`src/design/vma_params.svh`:
```
`ifndef VMA_PARAMS_SVH
`define VMA_PARAMS_SVH

// Address split, section over offset
`define VMA_SEC_W 5
`define VMA_OFF_W 18
`define VMA_W 23

// AD and EBUS word
`define WORD_W 36

// Microcode magic field
`define MAGIC_W 9

// Offsets below this are AC addresses
`define AC_LIMIT 16

`endif

```
`src/design/vmaPkg.sv`:
```
package vmaPkg;

  typedef enum logic [3:0] {
    CMD_NOP        = 4'd0,
    CMD_LOAD_AD    = 4'd1,
    CMD_LOAD_MAGIC = 4'd2,
    CMD_INC        = 4'd3,
    CMD_LOAD_PC    = 4'd4,
    CMD_HOLD       = 4'd5,
    CMD_DATAO_APR  = 4'd6,
    CMD_LOAD_PREV  = 4'd7,
    CMD_SET_SEC    = 4'd8,
    CMD_FETCH      = 4'd9
  } vmaCmd_t;

  // Section source used by SET_SEC
  typedef enum logic [1:0] {
    VMAX_KEEP     = 2'd0,
    VMAX_PC_SEC   = 2'd1,
    VMAX_PREV_SEC = 2'd2,
    VMAX_AD_SEC   = 2'd3
  } vmaxSel_t;

  typedef enum logic [2:0] {
    DIAG_PC      = 3'd0,
    DIAG_HELD    = 3'd1,
    DIAG_ADR_BRK = 3'd2,
    DIAG_VMA     = 3'd3,
    DIAG_PREV    = 3'd4,
    DIAG_FLAGS   = 3'd5
  } diagSel_t;

  typedef enum logic [1:0] {
    SRC_AD      = 2'd0,
    SRC_MAGIC   = 2'd1,
    SRC_SECTION = 2'd2
  } vmaSrc_t;

endpackage

```
`src/design/vmaCtlIf.sv`:
```
interface vmaCtlIf import vmaPkg::*; ();

  logic     loadVma;
  logic     incVma;
  vmaSrc_t  vmaSrc;
  vmaxSel_t vmaxSel;
  logic     loadPc;
  logic     loadHeld;
  logic     loadAdrBrk;
  logic     loadPrev;

  // Sequencer side
  modport seq (
    output loadVma, incVma, vmaSrc, vmaxSel,
    output loadPc, loadHeld, loadAdrBrk, loadPrev
  );

  // Counter, adder and register side
  modport data (
    input loadVma, incVma, vmaSrc, vmaxSel,
    input loadPc, loadHeld, loadAdrBrk, loadPrev
  );

endinterface

```
`src/design/vmaSequencer.sv`:
```
module vmaSequencer import vmaPkg::*; (
  input  logic     clk,
  input  logic     rstN,
  input  vmaCmd_t  cmd,
  input  vmaxSel_t sec,
  output logic     busy,
  output logic     done,
  vmaCtlIf.seq     ctl
);

  typedef enum logic [1:0] {
    IDLE   = 2'd0,
    SRC_PC = 2'd1,
    STEP   = 2'd2,
    LATCH  = 2'd3
  } seqState_t;

  seqState_t state;
  seqState_t stateNext;
  logic      loadVmaNext;
  logic      incVmaNext;
  vmaSrc_t   vmaSrcNext;
  vmaxSel_t  vmaxSelNext;
  logic      loadPcNext;
  logic      loadHeldNext;
  logic      loadAdrBrkNext;
  logic      loadPrevNext;

  // Strobes are decoded one cycle ahead and registered
  always_comb begin
    stateNext      = state;
    loadVmaNext    = 1'b0;
    incVmaNext     = 1'b0;
    vmaSrcNext     = SRC_AD;
    vmaxSelNext    = VMAX_KEEP;
    loadPcNext     = 1'b0;
    loadHeldNext   = 1'b0;
    loadAdrBrkNext = 1'b0;
    loadPrevNext   = 1'b0;
    case (state)
      IDLE: begin
        case (cmd)
          CMD_LOAD_AD: loadVmaNext = 1'b1;
          CMD_LOAD_MAGIC: begin
            loadVmaNext = 1'b1;
            vmaSrcNext  = SRC_MAGIC;
          end
          CMD_INC:       incVmaNext     = 1'b1;
          CMD_LOAD_PC:   loadPcNext     = 1'b1;
          CMD_HOLD:      loadHeldNext   = 1'b1;
          CMD_DATAO_APR: loadAdrBrkNext = 1'b1;
          CMD_LOAD_PREV: loadPrevNext   = 1'b1;
          CMD_SET_SEC: begin
            loadVmaNext = 1'b1;
            vmaSrcNext  = SRC_SECTION;
            vmaxSelNext = sec;
          end
          // First fetch step, VMA gets PC plus one
          CMD_FETCH: begin
            stateNext   = SRC_PC;
            loadVmaNext = 1'b1;
            vmaSrcNext  = SRC_MAGIC;
          end
          default: ;
        endcase
      end
      SRC_PC: begin
        stateNext  = STEP;
        loadPcNext = 1'b1;
      end
      STEP: begin
        stateNext    = LATCH;
        loadHeldNext = 1'b1;
      end
      default: stateNext = IDLE;
    endcase
  end

  always_ff @(posedge clk) begin
    if (!rstN) begin
      state          <= IDLE;
      ctl.loadVma    <= 1'b0;
      ctl.incVma     <= 1'b0;
      ctl.vmaSrc     <= SRC_AD;
      ctl.vmaxSel    <= VMAX_KEEP;
      ctl.loadPc     <= 1'b0;
      ctl.loadHeld   <= 1'b0;
      ctl.loadAdrBrk <= 1'b0;
      ctl.loadPrev   <= 1'b0;
    end else begin
      state          <= stateNext;
      ctl.loadVma    <= loadVmaNext;
      ctl.incVma     <= incVmaNext;
      ctl.vmaSrc     <= vmaSrcNext;
      ctl.vmaxSel    <= vmaxSelNext;
      ctl.loadPc     <= loadPcNext;
      ctl.loadHeld   <= loadHeldNext;
      ctl.loadAdrBrk <= loadAdrBrkNext;
      ctl.loadPrev   <= loadPrevNext;
    end
  end

  assign busy = (state != IDLE);
  assign done = (state == LATCH);

  // Done only at the end of a full fetch walk
  assert property (@(posedge clk) disable iff (!rstN)
    done |-> ($past(state) == STEP) && ($past(state, 2) == SRC_PC));

  assert property (@(posedge clk) disable iff (!rstN)
    $onehot0({ctl.loadVma, ctl.incVma, ctl.loadPc, ctl.loadHeld,
              ctl.loadAdrBrk, ctl.loadPrev}));

endmodule

```
`src/design/vmaCounter.sv`:
```
`include "vma_params.svh"

module vmaCounter (
  input  logic             clk,
  input  logic             rstN,
  vmaCtlIf.data            ctl,
  input  logic [`VMA_W-1:0] nextVma,
  output logic [`VMA_W-1:0] vma
);

  localparam int VmaW = `VMA_W;
  localparam int OffW = `VMA_OFF_W;

  logic [VmaW-1:OffW] secQ;
  logic [OffW-1:0]    offQ;
  logic [OffW-1:0]    offInc;

  assign secQ = vma[VmaW-1:OffW];
  assign offQ = vma[OffW-1:0];

  // Wraps inside the section, never carries out
  assign offInc = offQ + 1'b1;

  always_ff @(posedge clk) begin
    if (!rstN) begin
      vma <= '0;
    end else if (ctl.loadVma) begin
      vma <= nextVma;
    end else if (ctl.incVma) begin
      vma <= {secQ, offInc};
    end
  end

  // Section is local to the increment
  assert property (@(posedge clk) disable iff (!rstN)
    ctl.incVma && !ctl.loadVma |=> vma[VmaW-1:OffW] == $past(secQ));

endmodule

```
`src/design/vmaAdder.sv`:
```
`include "vma_params.svh"

module vmaAdder import vmaPkg::*; (
  vmaCtlIf.data                  ctl,
  input  logic [`WORD_W-1:0]    ad,
  input  logic [`MAGIC_W-1:0]   magic,
  input  logic [`VMA_W-1:0]     vma,
  input  logic [`VMA_W-1:0]     pc,
  input  logic [`VMA_SEC_W-1:0] prevSec,
  output logic [`VMA_W-1:0]     nextVma
);

  localparam int VmaW   = `VMA_W;
  localparam int OffW   = `VMA_OFF_W;
  localparam int SecW   = `VMA_SEC_W;
  localparam int MagicW = `MAGIC_W;

  logic [OffW-1:0] magicOff;
  logic [SecW-1:0] secIn;

  // PC offset plus magic, dropping the carry
  assign magicOff = pc[OffW-1:0] + {{(OffW - MagicW){1'b0}}, magic};

  always_comb begin
    case (ctl.vmaxSel)
      VMAX_KEEP:     secIn = vma[VmaW-1:OffW];
      VMAX_PC_SEC:   secIn = pc[VmaW-1:OffW];
      VMAX_PREV_SEC: secIn = prevSec;
      default:       secIn = ad[17:13];
    endcase
  end

  always_comb begin
    case (ctl.vmaSrc)
      SRC_MAGIC:   nextVma = {pc[VmaW-1:OffW], magicOff};
      SRC_SECTION: nextVma = {secIn, vma[OffW-1:0]};
      default:     nextVma = ad[VmaW-1:0];
    endcase
  end

endmodule

```
`src/design/vmaRegs.sv`:
```
`include "vma_params.svh"

module vmaRegs (
  input  logic                  clk,
  input  logic                  rstN,
  vmaCtlIf.data                 ctl,
  input  logic [`WORD_W-1:0]    ad,
  input  logic [`VMA_W-1:0]     vma,
  input  logic                  extended,
  output logic [`VMA_W-1:0]     pc,
  output logic [`VMA_W-1:0]     held,
  output logic [`VMA_W-1:0]     adrBrk,
  output logic [`VMA_SEC_W-1:0] prevSec,
  output logic                  acRef,
  output logic                  match
);

  localparam int VmaW = `VMA_W;
  localparam int OffW = `VMA_OFF_W;
  localparam int SecW = `VMA_SEC_W;

  logic [SecW-1:0] vmaSec;
  logic [OffW-1:0] vmaOff;
  logic            localRef;

  assign vmaSec = vma[VmaW-1:OffW];
  assign vmaOff = vma[OffW-1:0];

  // PC and HELD both copy the VMA
  always_ff @(posedge clk) begin
    if (!rstN) begin
      pc   <= '0;
      held <= '0;
    end else begin
      if (ctl.loadPc) begin
        pc <= vma;
      end
      if (ctl.loadHeld) begin
        held <= vma;
      end
    end
  end

  // Written by DATAO APR and previous-context load
  always_ff @(posedge clk) begin
    if (!rstN) begin
      adrBrk  <= '0;
      prevSec <= '0;
    end else begin
      if (ctl.loadAdrBrk) begin
        adrBrk <= ad[VmaW-1:0];
      end
      if (ctl.loadPrev) begin
        prevSec <= ad[17:13];
      end
    end
  end

  // Sections 0 and 1 count as local
  assign localRef = !extended || (vmaSec[SecW-1:1] == '0);
  assign acRef    = (vmaOff < `AC_LIMIT) && localRef;

  assign match = (adrBrk == vma);

endmodule

```
`src/design/vmaDiagMux.sv`:
```
`include "vma_params.svh"

module vmaDiagMux import vmaPkg::*; (
  input  logic                  diagRead,
  input  diagSel_t              diagSel,
  input  logic [`VMA_W-1:0]     pc,
  input  logic [`VMA_W-1:0]     held,
  input  logic [`VMA_W-1:0]     adrBrk,
  input  logic [`VMA_W-1:0]     vma,
  input  logic [`VMA_SEC_W-1:0] prevSec,
  input  logic                  acRef,
  input  logic                  match,
  output logic [`WORD_W-1:0]    ebusData,
  output logic                  ebusDriving
);

  localparam int WordW = `WORD_W;
  localparam int VmaW  = `VMA_W;
  localparam int SecW  = `VMA_SEC_W;
  localparam int OffW  = `VMA_OFF_W;

  logic [WordW-1:0] diagWord;
  logic [4:0]       flags;

  // Section-zero flags over match and AC_REF
  assign flags = {prevSec == '0, pc[VmaW-1:OffW] == '0, vma[VmaW-1:OffW] == '0,
                  match, acRef};

  always_comb begin
    case (diagSel)
      DIAG_PC:      diagWord = {{(WordW - VmaW){1'b0}}, pc};
      DIAG_HELD:    diagWord = {{(WordW - VmaW){1'b0}}, held};
      DIAG_ADR_BRK: diagWord = {{(WordW - VmaW){1'b0}}, adrBrk};
      DIAG_VMA:     diagWord = {{(WordW - VmaW){1'b0}}, vma};
      DIAG_PREV:    diagWord = {{(WordW - SecW){1'b0}}, prevSec};
      DIAG_FLAGS:   diagWord = {{(WordW - 5){1'b0}}, flags};
      default:      diagWord = '0;
    endcase
  end

  // Bus stays quiet unless read
  assign ebusData    = diagRead ? diagWord : '0;
  assign ebusDriving = diagRead;

endmodule

```
`src/design/vmaTop.sv`:
```
`include "vma_params.svh"

module vmaTop import vmaPkg::*; (
  input  logic                clk,
  input  logic                rstN,
  input  vmaCmd_t             cmd,
  input  vmaxSel_t            sec,
  input  logic [`WORD_W-1:0]  ad,
  input  logic [`MAGIC_W-1:0] magic,
  input  logic                extended,
  input  logic                diagRead,
  input  diagSel_t            diagSel,
  output logic [`VMA_W-1:0]   vma,
  output logic [`VMA_W-1:0]   pc,
  output logic [`VMA_W-1:0]   held,
  output logic                acRef,
  output logic                match,
  output logic                busy,
  output logic                done,
  output logic [`WORD_W-1:0]  ebusData,
  output logic                ebusDriving
);

  logic [`VMA_W-1:0]     nextVma;
  logic [`VMA_W-1:0]     adrBrk;
  logic [`VMA_SEC_W-1:0] prevSec;
  logic [`MAGIC_W-1:0]   magicIn;

  vmaCtlIf ctl ();

  // Fetch steps PC by one regardless of the microcode field
  assign magicIn = busy ? {{(`MAGIC_W - 1){1'b0}}, 1'b1} : magic;

  vmaSequencer u_seq (
    .clk(clk), .rstN(rstN), .cmd(cmd), .sec(sec),
    .busy(busy), .done(done), .ctl(ctl.seq)
  );

  vmaCounter u_counter (
    .clk(clk), .rstN(rstN), .ctl(ctl.data), .nextVma(nextVma), .vma(vma)
  );

  vmaAdder u_adder (
    .ctl(ctl.data), .ad(ad), .magic(magicIn), .vma(vma), .pc(pc),
    .prevSec(prevSec), .nextVma(nextVma)
  );

  vmaRegs u_regs (
    .clk(clk), .rstN(rstN), .ctl(ctl.data), .ad(ad), .vma(vma),
    .extended(extended), .pc(pc), .held(held), .adrBrk(adrBrk),
    .prevSec(prevSec), .acRef(acRef), .match(match)
  );

  vmaDiagMux u_diag (
    .diagRead(diagRead), .diagSel(diagSel), .pc(pc), .held(held),
    .adrBrk(adrBrk), .vma(vma), .prevSec(prevSec), .acRef(acRef),
    .match(match), .ebusData(ebusData), .ebusDriving(ebusDriving)
  );

endmodule

```
`config.mk`:
```
export PLATFORM = sky130hd
export DESIGN_NAME = vmaTop
export DESIGN_NICKNAME = d
export VERILOG_FILES = /design/src/design/vmaPkg.sv /design/src/design/vmaCtlIf.sv /design/src/design/vmaSequencer.sv /design/src/design/vmaCounter.sv /design/src/design/vmaAdder.sv /design/src/design/vmaRegs.sv /design/src/design/vmaDiagMux.sv /design/src/design/vmaTop.sv
export VERILOG_INCLUDE_DIRS = /design/src /design/src/design
export SDC_FILE = /design/constraint.sdc
export NUM_CORES = 1
export LEC_CHECK = 0
export ABC_AREA = 1
export BUFFER_PORTS_ARGS = -buffer_cell sky130_fd_sc_hd__buf_2
export CORE_MARGIN = 8
export CORE_UTILIZATION = 25
export CTS_CLUSTER_DIAMETER = 40
export DETAILED_ROUTE_END_ITERATION = 8
export PLACE_DENSITY = 0.41
export SLEW_MARGIN = 20
export SYNTH_ARGS = -nofsm -noshare
export SYNTH_HDL_FRONTEND = slang
export SYNTH_HIERARCHICAL = 1
export SYNTH_SLANG_ARGS = --single-unit
export TNS_END_PERCENT = 5
```
`constraint.sdc`:
```
create_clock -name clk -period 2.92 [get_ports clk]
set_input_delay 0.438 -clock clk [delete_from_list [all_inputs] [get_ports clk]]
set_output_delay 0.438 -clock clk [all_outputs]
set_load 0.1 [all_outputs]
```
==> results.toml, run 1 <==
[logic_synthesis]
yosys_warnings = 6
yosysTopAreaCell = "dfxtp_1"
avgSynthCellArea_um2 = 6.13
synth.distinct_cells = 44
synth_ff_type = "dfxtp_1"
netlist_instances = 1242
ys_seq_area_frac = 0.287
syn_area_um2 = 7610
async_flop_share = 0
ys_ff_latch = 109
ys_top_cells_by_area = "dfxtp_1 29%, nand2_1 13%, nor2_1 10%"
post-synth-top-area-fraction = 0.287
synth_edf_count = 0

[place]
hpwl_mm = 26.1
dpl_worst_slack_ns = 0.0817
gp_congestion = 0.877
io_buffer_count = 141

[finish]
syn_to_final_growth_pct = 25.6
diodes = 0
most-common-layout-cells = "259 x nand2_1, 204 x nor2_1, 126 x inv_1, 118 x buf_2, 103 x o21ai_0"
final_common_cell = "nand2_1"
utilization = 0.316
layout.nets = 1458
num-fill-cells = 3440
drive_gt1_frac = 0.231

[detailed_routing]
drt_pre_antenna_iters = 5
drtIter0Drc = 628
wl_mm = 32.9
drc = 0
vias_per_cell = 4.68
num_vias = 8351
ant_nets = 0
wire_per_inst_um = 18.5

[die]
rows = 64
dieHeight_um = 190
chipWidth_um = 190
core_area_um2 = 30300
start_util = 0.251
io_pins = 168
die_area_um2 = 36300

[worst_setup_path]
crit_arrival_ns = 2.95
end_kind = "register"
cp.required_ns = 3.15
cpMostUsedCell = "nand2_1"
slowest_delay_ns = 0.39
crit_family = "simple AND/OR/NAND/NOR gates"
path_max_fanout = 4
cp_cell_sequence = "inv_1, ha_4, clkinvlp_4, inv_1, nand2_1, ha_1, inv_1, fa_1, inv_1, nand2_1, nand2_1, nand3_1, nand2_2, nand2_2, nand2_1, nand2_1, nand3_1, a21oi_2, a22oi_1, a21oi_2"
critPathKind = "reg -> reg"
cp_slowest_cell = "fa_1"
cp_num_buf_inv = 5
crit_path_start_kind = "register"

[hold_path]
min_path_type = "in -> reg"

[clocking]
htree_levels = 3
ctsLongestPathBuffers = 2
clkTransAtPathRegs_ns = 0.08
cts_buffers = 9
clockRootBuffer = "clkbuf_16"
clock_latency_ns = 0.36
clock-sinks = 109
cts_tree = "done"
holdBufCountCts = 0

[sta]
setup_viol = 0
period_share = 0.931
clock_skew_ns = 0.00845
setup_ws_ns = 0.202
worst_pin_slew_ns = 0.753
fin_hold_ws_ns = 0.305
rsz0062_at_grt = "yes"
tns_ns = 0
max_freq_mhz = 368
drv_slew = 0
fin_crit_ns = 2.72
hold_violations = 0
slew_headroom = 0.498

[grt]
grt_pass1_wl_mm = 49.4
global_route.overflow_total = 0
antenna_found_initial = 0
grt_pass1_vias = 8087
grt_max_degree = 55
grt.total_usage = 0.177

[power_and_ir_drop]
p_comb_frac = 0.526
leakagePower_nw = 4.49
p_sw_mw = 3.82
total_power_mw = 7.00
p_sw_frac = 0.546
p_clk_frac = 0.185
pwr-share-seq = 0.288
max-vdd-ir-drop_mv = 0.300
intPower_mw = 3.18
power_density_nw_per_um2 = 733

[job]
cap_violations = 0

[run_status]
outcome = "finished, final reports clean"
[worst register-to-register path, cell delays in order, from the launching register on]
cell and delay [ns]:
dfxtp_1 0.36, inv_1 0.09, ha_4 0.18, clkinvlp_4 0.12, inv_1 0.05, nand2_1 0.06, ha_1 0.16, inv_1 0.05
fa_1 0.39, inv_1 0.09, nand2_1 0.07, nand2_1 0.08, nand3_1 0.09, nand2_2 0.15, nand2_2 0.07, nand2_1 0.06
nand2_1 0.05, nand3_1 0.11, a21oi_2 0.07, a22oi_1 0.23, a21oi_2 0.08
[cell families after synthesis]
| family | share of synthesized area |
|---|---|
| AOI/OAI and AO/OA | 0.172 |
| xor gates and xnor gates | 0.0138 |
| adders and majority gates | 0.0306 |
| buffers and inverters | 0.124 |
| DFF | 0.287 |
| other | 0.000493 |
| and+or+nand+nor | 0.372 |
[power by group through the flow]
stage	registers [mW]	logic, mW	clock network (mW)
after floorplan	3.13	1.63	0
after global placement	2.05	3.66	0
after detailed placement	2.05	3.66	0
after CTS	2.02	3.67	1.33
after global routing	2.05	3.95	1.39
final	2.02	3.68	1.30
[Yosys cell counts (3+ instances only)]
| cell type | count |
|---|---|
| a31oi_1 | 4 |
| buf_6 | 3 |
| clkinv_1 | 3 |
| o211ai_1 | 3 |
| dfxtp_1 | 109 |
| nand3_1 | 84 |
| a21oi_2 | 11 |
| nand2_1 | 259 |
| nand2_2 | 20 |
| inv_2 | 22 |
| nand4_1 | 25 |
| nand3_2 | 9 |
| nor2_1 | 205 |
| o21ai_1 | 9 |
| clkbuf_1 | 15 |
| a21oi_1 | 94 |
| nor3_1 | 8 |
| ha_1 | 17 |
| buf_2 | 26 |
| inv_1 | 127 |
| a22oi_1 | 13 |
| xnor2_1 | 10 |
| buf_4 | 18 |
| nor2_2 | 15 |
| o21ai_0 | 103 |
| nor2_4 | 4 |
| or2_0 | 3 |
[through the flow]
step           instance area [um2]  instances
4_1_cts                       9500       1782
3_5_place_dp                  9200       1766
5_1_grt                       9550       1783
2_1_floorplan                 7720       1254
6_report                      9550       1783
3_3_place_gp                  9200       1766
[routing by layer]
metal,track usage,part of all wire
met1,0.244,0.49
met2,0.282,0.45
met3,0.0315,0.052
met4,0.0388,0.012
met5,0,0
[repair_timing]
item	4_1_cts	5_1_grt
buffers inserted	0	1
gates resized for setup	0	9
endpoints found under the setup margin	0	11
[flip-flops by register name, summed over array words and instances (netlist names)]
name	flops
u_seq/ctl.loadVma	1
u_seq/ctl.vmaSrc	2
u_regs/adrBrk	23
u_regs/held	23
u_seq/ctl.vmaxSel	2
u_seq/ctl.loadHeld	1
u_seq/state	2
u_counter/vma	23
u_seq/ctl.loadAdrBrk	1
u_seq/ctl.loadPrev	1
u_regs/pc	23
u_seq/ctl.loadPc	1
u_regs/prevSec	5
u_seq/ctl.incVma	1
[final cells by class]
class | count | area [um2] | share of cell area
Inverter | 152 | 574 | 0.0601
Multi-Input combinational cell | 927 | 4600 | 0.482
Clock buffer | 12 | 267 | 0.0279
Tap cell | 396 | 495 | 0.0519
Timing Repair Buffer | 183 | 1370 | 0.143
Sequential cell | 109 | 2210 | 0.231
Clock inverter | 4 | 37.5 | 0.00393
[path summary, 6_finish.rpt]
kind	startpoint	endpoint	slack, ns	cells after the start
min	cmd[3]	u_seq/ctl.incVma	0.31	2
max reg2reg	u_seq/state[1]	u_counter/vma[16]	0.20	20
min reg2reg	u_regs/adrBrk[12]	u_regs/adrBrk[12]	0.49	2
max	u_seq/state[1]	u_counter/vma[16]	0.20	20
(Power assumes the default switching activity.)
==> run 2, diff against run 1 <==
- PLACE_DENSITY: 0.41 -> 0.42
- SYNTH_HIERARCHICAL: 1 -> unset
==> results.toml, run 2 <==
[clocking]
cts_buffers = 9
clock-sinks = 109
ctsLongestPathBuffers = 2
cts_tree = "done"
htree_levels = 3
clockRootBuffer = "clkbuf_16"
clkTransAtPathRegs_ns = 0.08
clock_latency_ns = 0.36
cts_setup_buffers = 0
holdBufCountCts = 0

[place]
gp_congestion = 0.830
io_buffer_count = 141
dp.cells = 1474
hpwl_mm = 23.0

[finish]
layout.nets = 1222
utilization = 0.323
num-fill-cells = 2994
multiInputGateArea_um2 = 3830
most-common-layout-cells = "160 x nand2_1, 129 x inv_1, 117 x buf_2, 110 x o21ai_0, 109 x dfxtp_1"
syn_to_final_growth_pct = 27.6
final_common_cell = "nand2_1"
drive_gt1_frac = 0.190
diodes = 0
instances_no_fill = 1490
seq_area_um2 = 2180

[sta]
hold_violations = 0
slew_headroom = 0.581
fin_crit_ns = 2.67
clock_skew_ns = 0.0106
tns_ns = 0
drv_slew = 0
max_freq_mhz = 374
worst_pin_slew_ns = 0.628
period_share = 0.916
setup_viol = 0
rsz0062_at_grt = "no"

[die]
rows = 60
core_area_um2 = 26700
die_area_um2 = 32600
io_pins = 168
start_util = 0.253
dieHeight_um = 180
chipWidth_um = 180

[logic_synthesis]
yosys-top-cells-count = "160 x nand2_1, 129 x inv_1, 110 x o21ai_0"
synth_compound_area_frac = 0.246
syn_area_um2 = 6760
synth_ff_type = "dfxtp_1"
ys_ff_latch = 109
synth_most_common_cell = "nand2_1"
synth_mux_area_frac = 0
synth.distinct_cells = 47
synth_top_family_by_area = "compound AO/OA/AOI/OAI gates"
yosysTopAreaCell = "dfxtp_1"
synth-xor-area-share = 0.0298
synth-simple-area-share = 0.239
async_flop_share = 0
avgSynthCellArea_um2 = 6.67
synth_edf_count = 0
yosys_warnings = 0
synthAdderAreaFrac = 0.0381
netlist_instances = 1013
ys_seq_area_frac = 0.323
post-synth-top-area-fraction = 0.323
ys_top_cells_by_area = "dfxtp_1 32%, nand2_1 8.9%, o21ai_0 8.1%"

[worst_setup_path]
startpoint = "u_counter.vma[0]"
path_max_fanout = 6
crit_family = "simple AND/OR/NAND/NOR gates"
r2r-start = "u_seq.state[1]"
cpMostUsedCell = "nor2_1"
crit_path_start_kind = "register"
cp_slowest_cell = "dfxtp_1"
cp_num_buf_inv = 2
crit_arrival_ns = 2.24
critPathKind = "reg -> out"
cp.required_ns = 2.48
end_kind = "primary output"
cp_cell_sequence = "inv_1, nor2_1, nor3_1, nand3_1, nor2_1, nand4_1, a21oi_2, buf_12"
slowest_delay_ns = 0.40

[power_and_ir_drop]
power_density_nw_per_um2 = 839
total_power_mw = 7.24
max-vdd-ir-drop_mv = 0.512
leakagePower_nw = 3.90

[detailed_routing]
ant_nets = 0
num_vias = 7331
vias_per_cell = 4.92
drc = 0
wl_mm = 29.6
drtIter0Drc = 606
drt_pre_antenna_iters = 6
wire_per_inst_um = 19.9

[grt]
grt_pass1_vias = 7303
grt.total_usage = 0.178
antenna_found_initial = 2
global_route.overflow_total = 0
grt_pass1_wl_mm = 45.2
grt_max_degree = 37

[job]
cap_violations = 0

[hold_path]
min_path_type = "in -> reg"
hold_path_startpoint = "sec[0]"

[run_status]
outcome = "finished, final reports clean"
[run 2: stage by stage]
step           setup WS, ns  instance area (um2)  hold slack [ns]
2_1_floorplan        -0.472                 6850            0.453
3_3_place_gp          0.235                 8270            0.463
3_5_place_dp          0.208                 8270            0.467
4_1_cts               0.201                 8630            0.286
5_1_grt              0.0286                 8630            0.311
6_report              0.246                 8630            0.299
[run 2: metal layers]
layer  global-route usage  up-vias  part of all wire
met5                    0        -           0.00078
met4               0.0437        4             0.013
met3               0.0379       25             0.069
met2                0.296      233              0.46
met1                0.230     3414              0.46
li1                     -     3655                 -
[run 2: power breakdown]
| part | internal (mW) | switching, mW | leakage [nW] |
|---|---|---|---|
| sequential | 1.72 | 0.305 | 0.886 |
| clock | 0.889 | 0.613 | 0.172 |
| combinational | 0.736 | 2.98 | 2.84 |
| total | 3.34 | 3.90 | 3.90 |
[run 2: worst paths after layout]
check | endpoint | slack, ns | cells after the start
worst max-delay path | ebusData[1] | 0.25 | 8
worst min-delay path | u_seq.ctl.vmaxSel[0] | 0.30 | 3
worst max register to register | u_counter.vma[16] | 0.31 | 17
worst min register to register | u_regs.held[22] | 0.48 | 2
[run 2: cells by family (layout without fill, tap and decap cells)]
kind of cell             Yosys count  in the layout
adder cells (fa/ha/maj)           20             20
AO/OA/AOI/OAI                    294            294
other                              1             13
AND/OR/NAND/NOR                  364            364
XOR/XNOR                          23             23
flip-flops                       109            109
buffers and inverters            202            326
[run 2: worst min-delay path: cells and delay by family]
| kind | cells | cell delay, ns |
|---|---|---|
| buffers and inverters | 2 | 0.13 |
| AND/OR/NAND/NOR | 1 | 0.04 |
[run 2: layout make-up]
cell class | instances | area share
flip-flops and latches | 109 | 0.253
clock inverters | 5 | 0.0123
well taps | 341 | 0.0494
clock buffers | 11 | 0.0293
repair buffers | 175 | 0.153
inverters | 135 | 0.0587
multi-input cells | 714 | 0.444
[run 2: timing repair]
| action | CTS | global route |
|---|---|---|
| resized for setup | 0 | 2 |
| endpoints found under the setup margin | 0 | 4 |
| hold endpoints to repair | 0 | 0 |
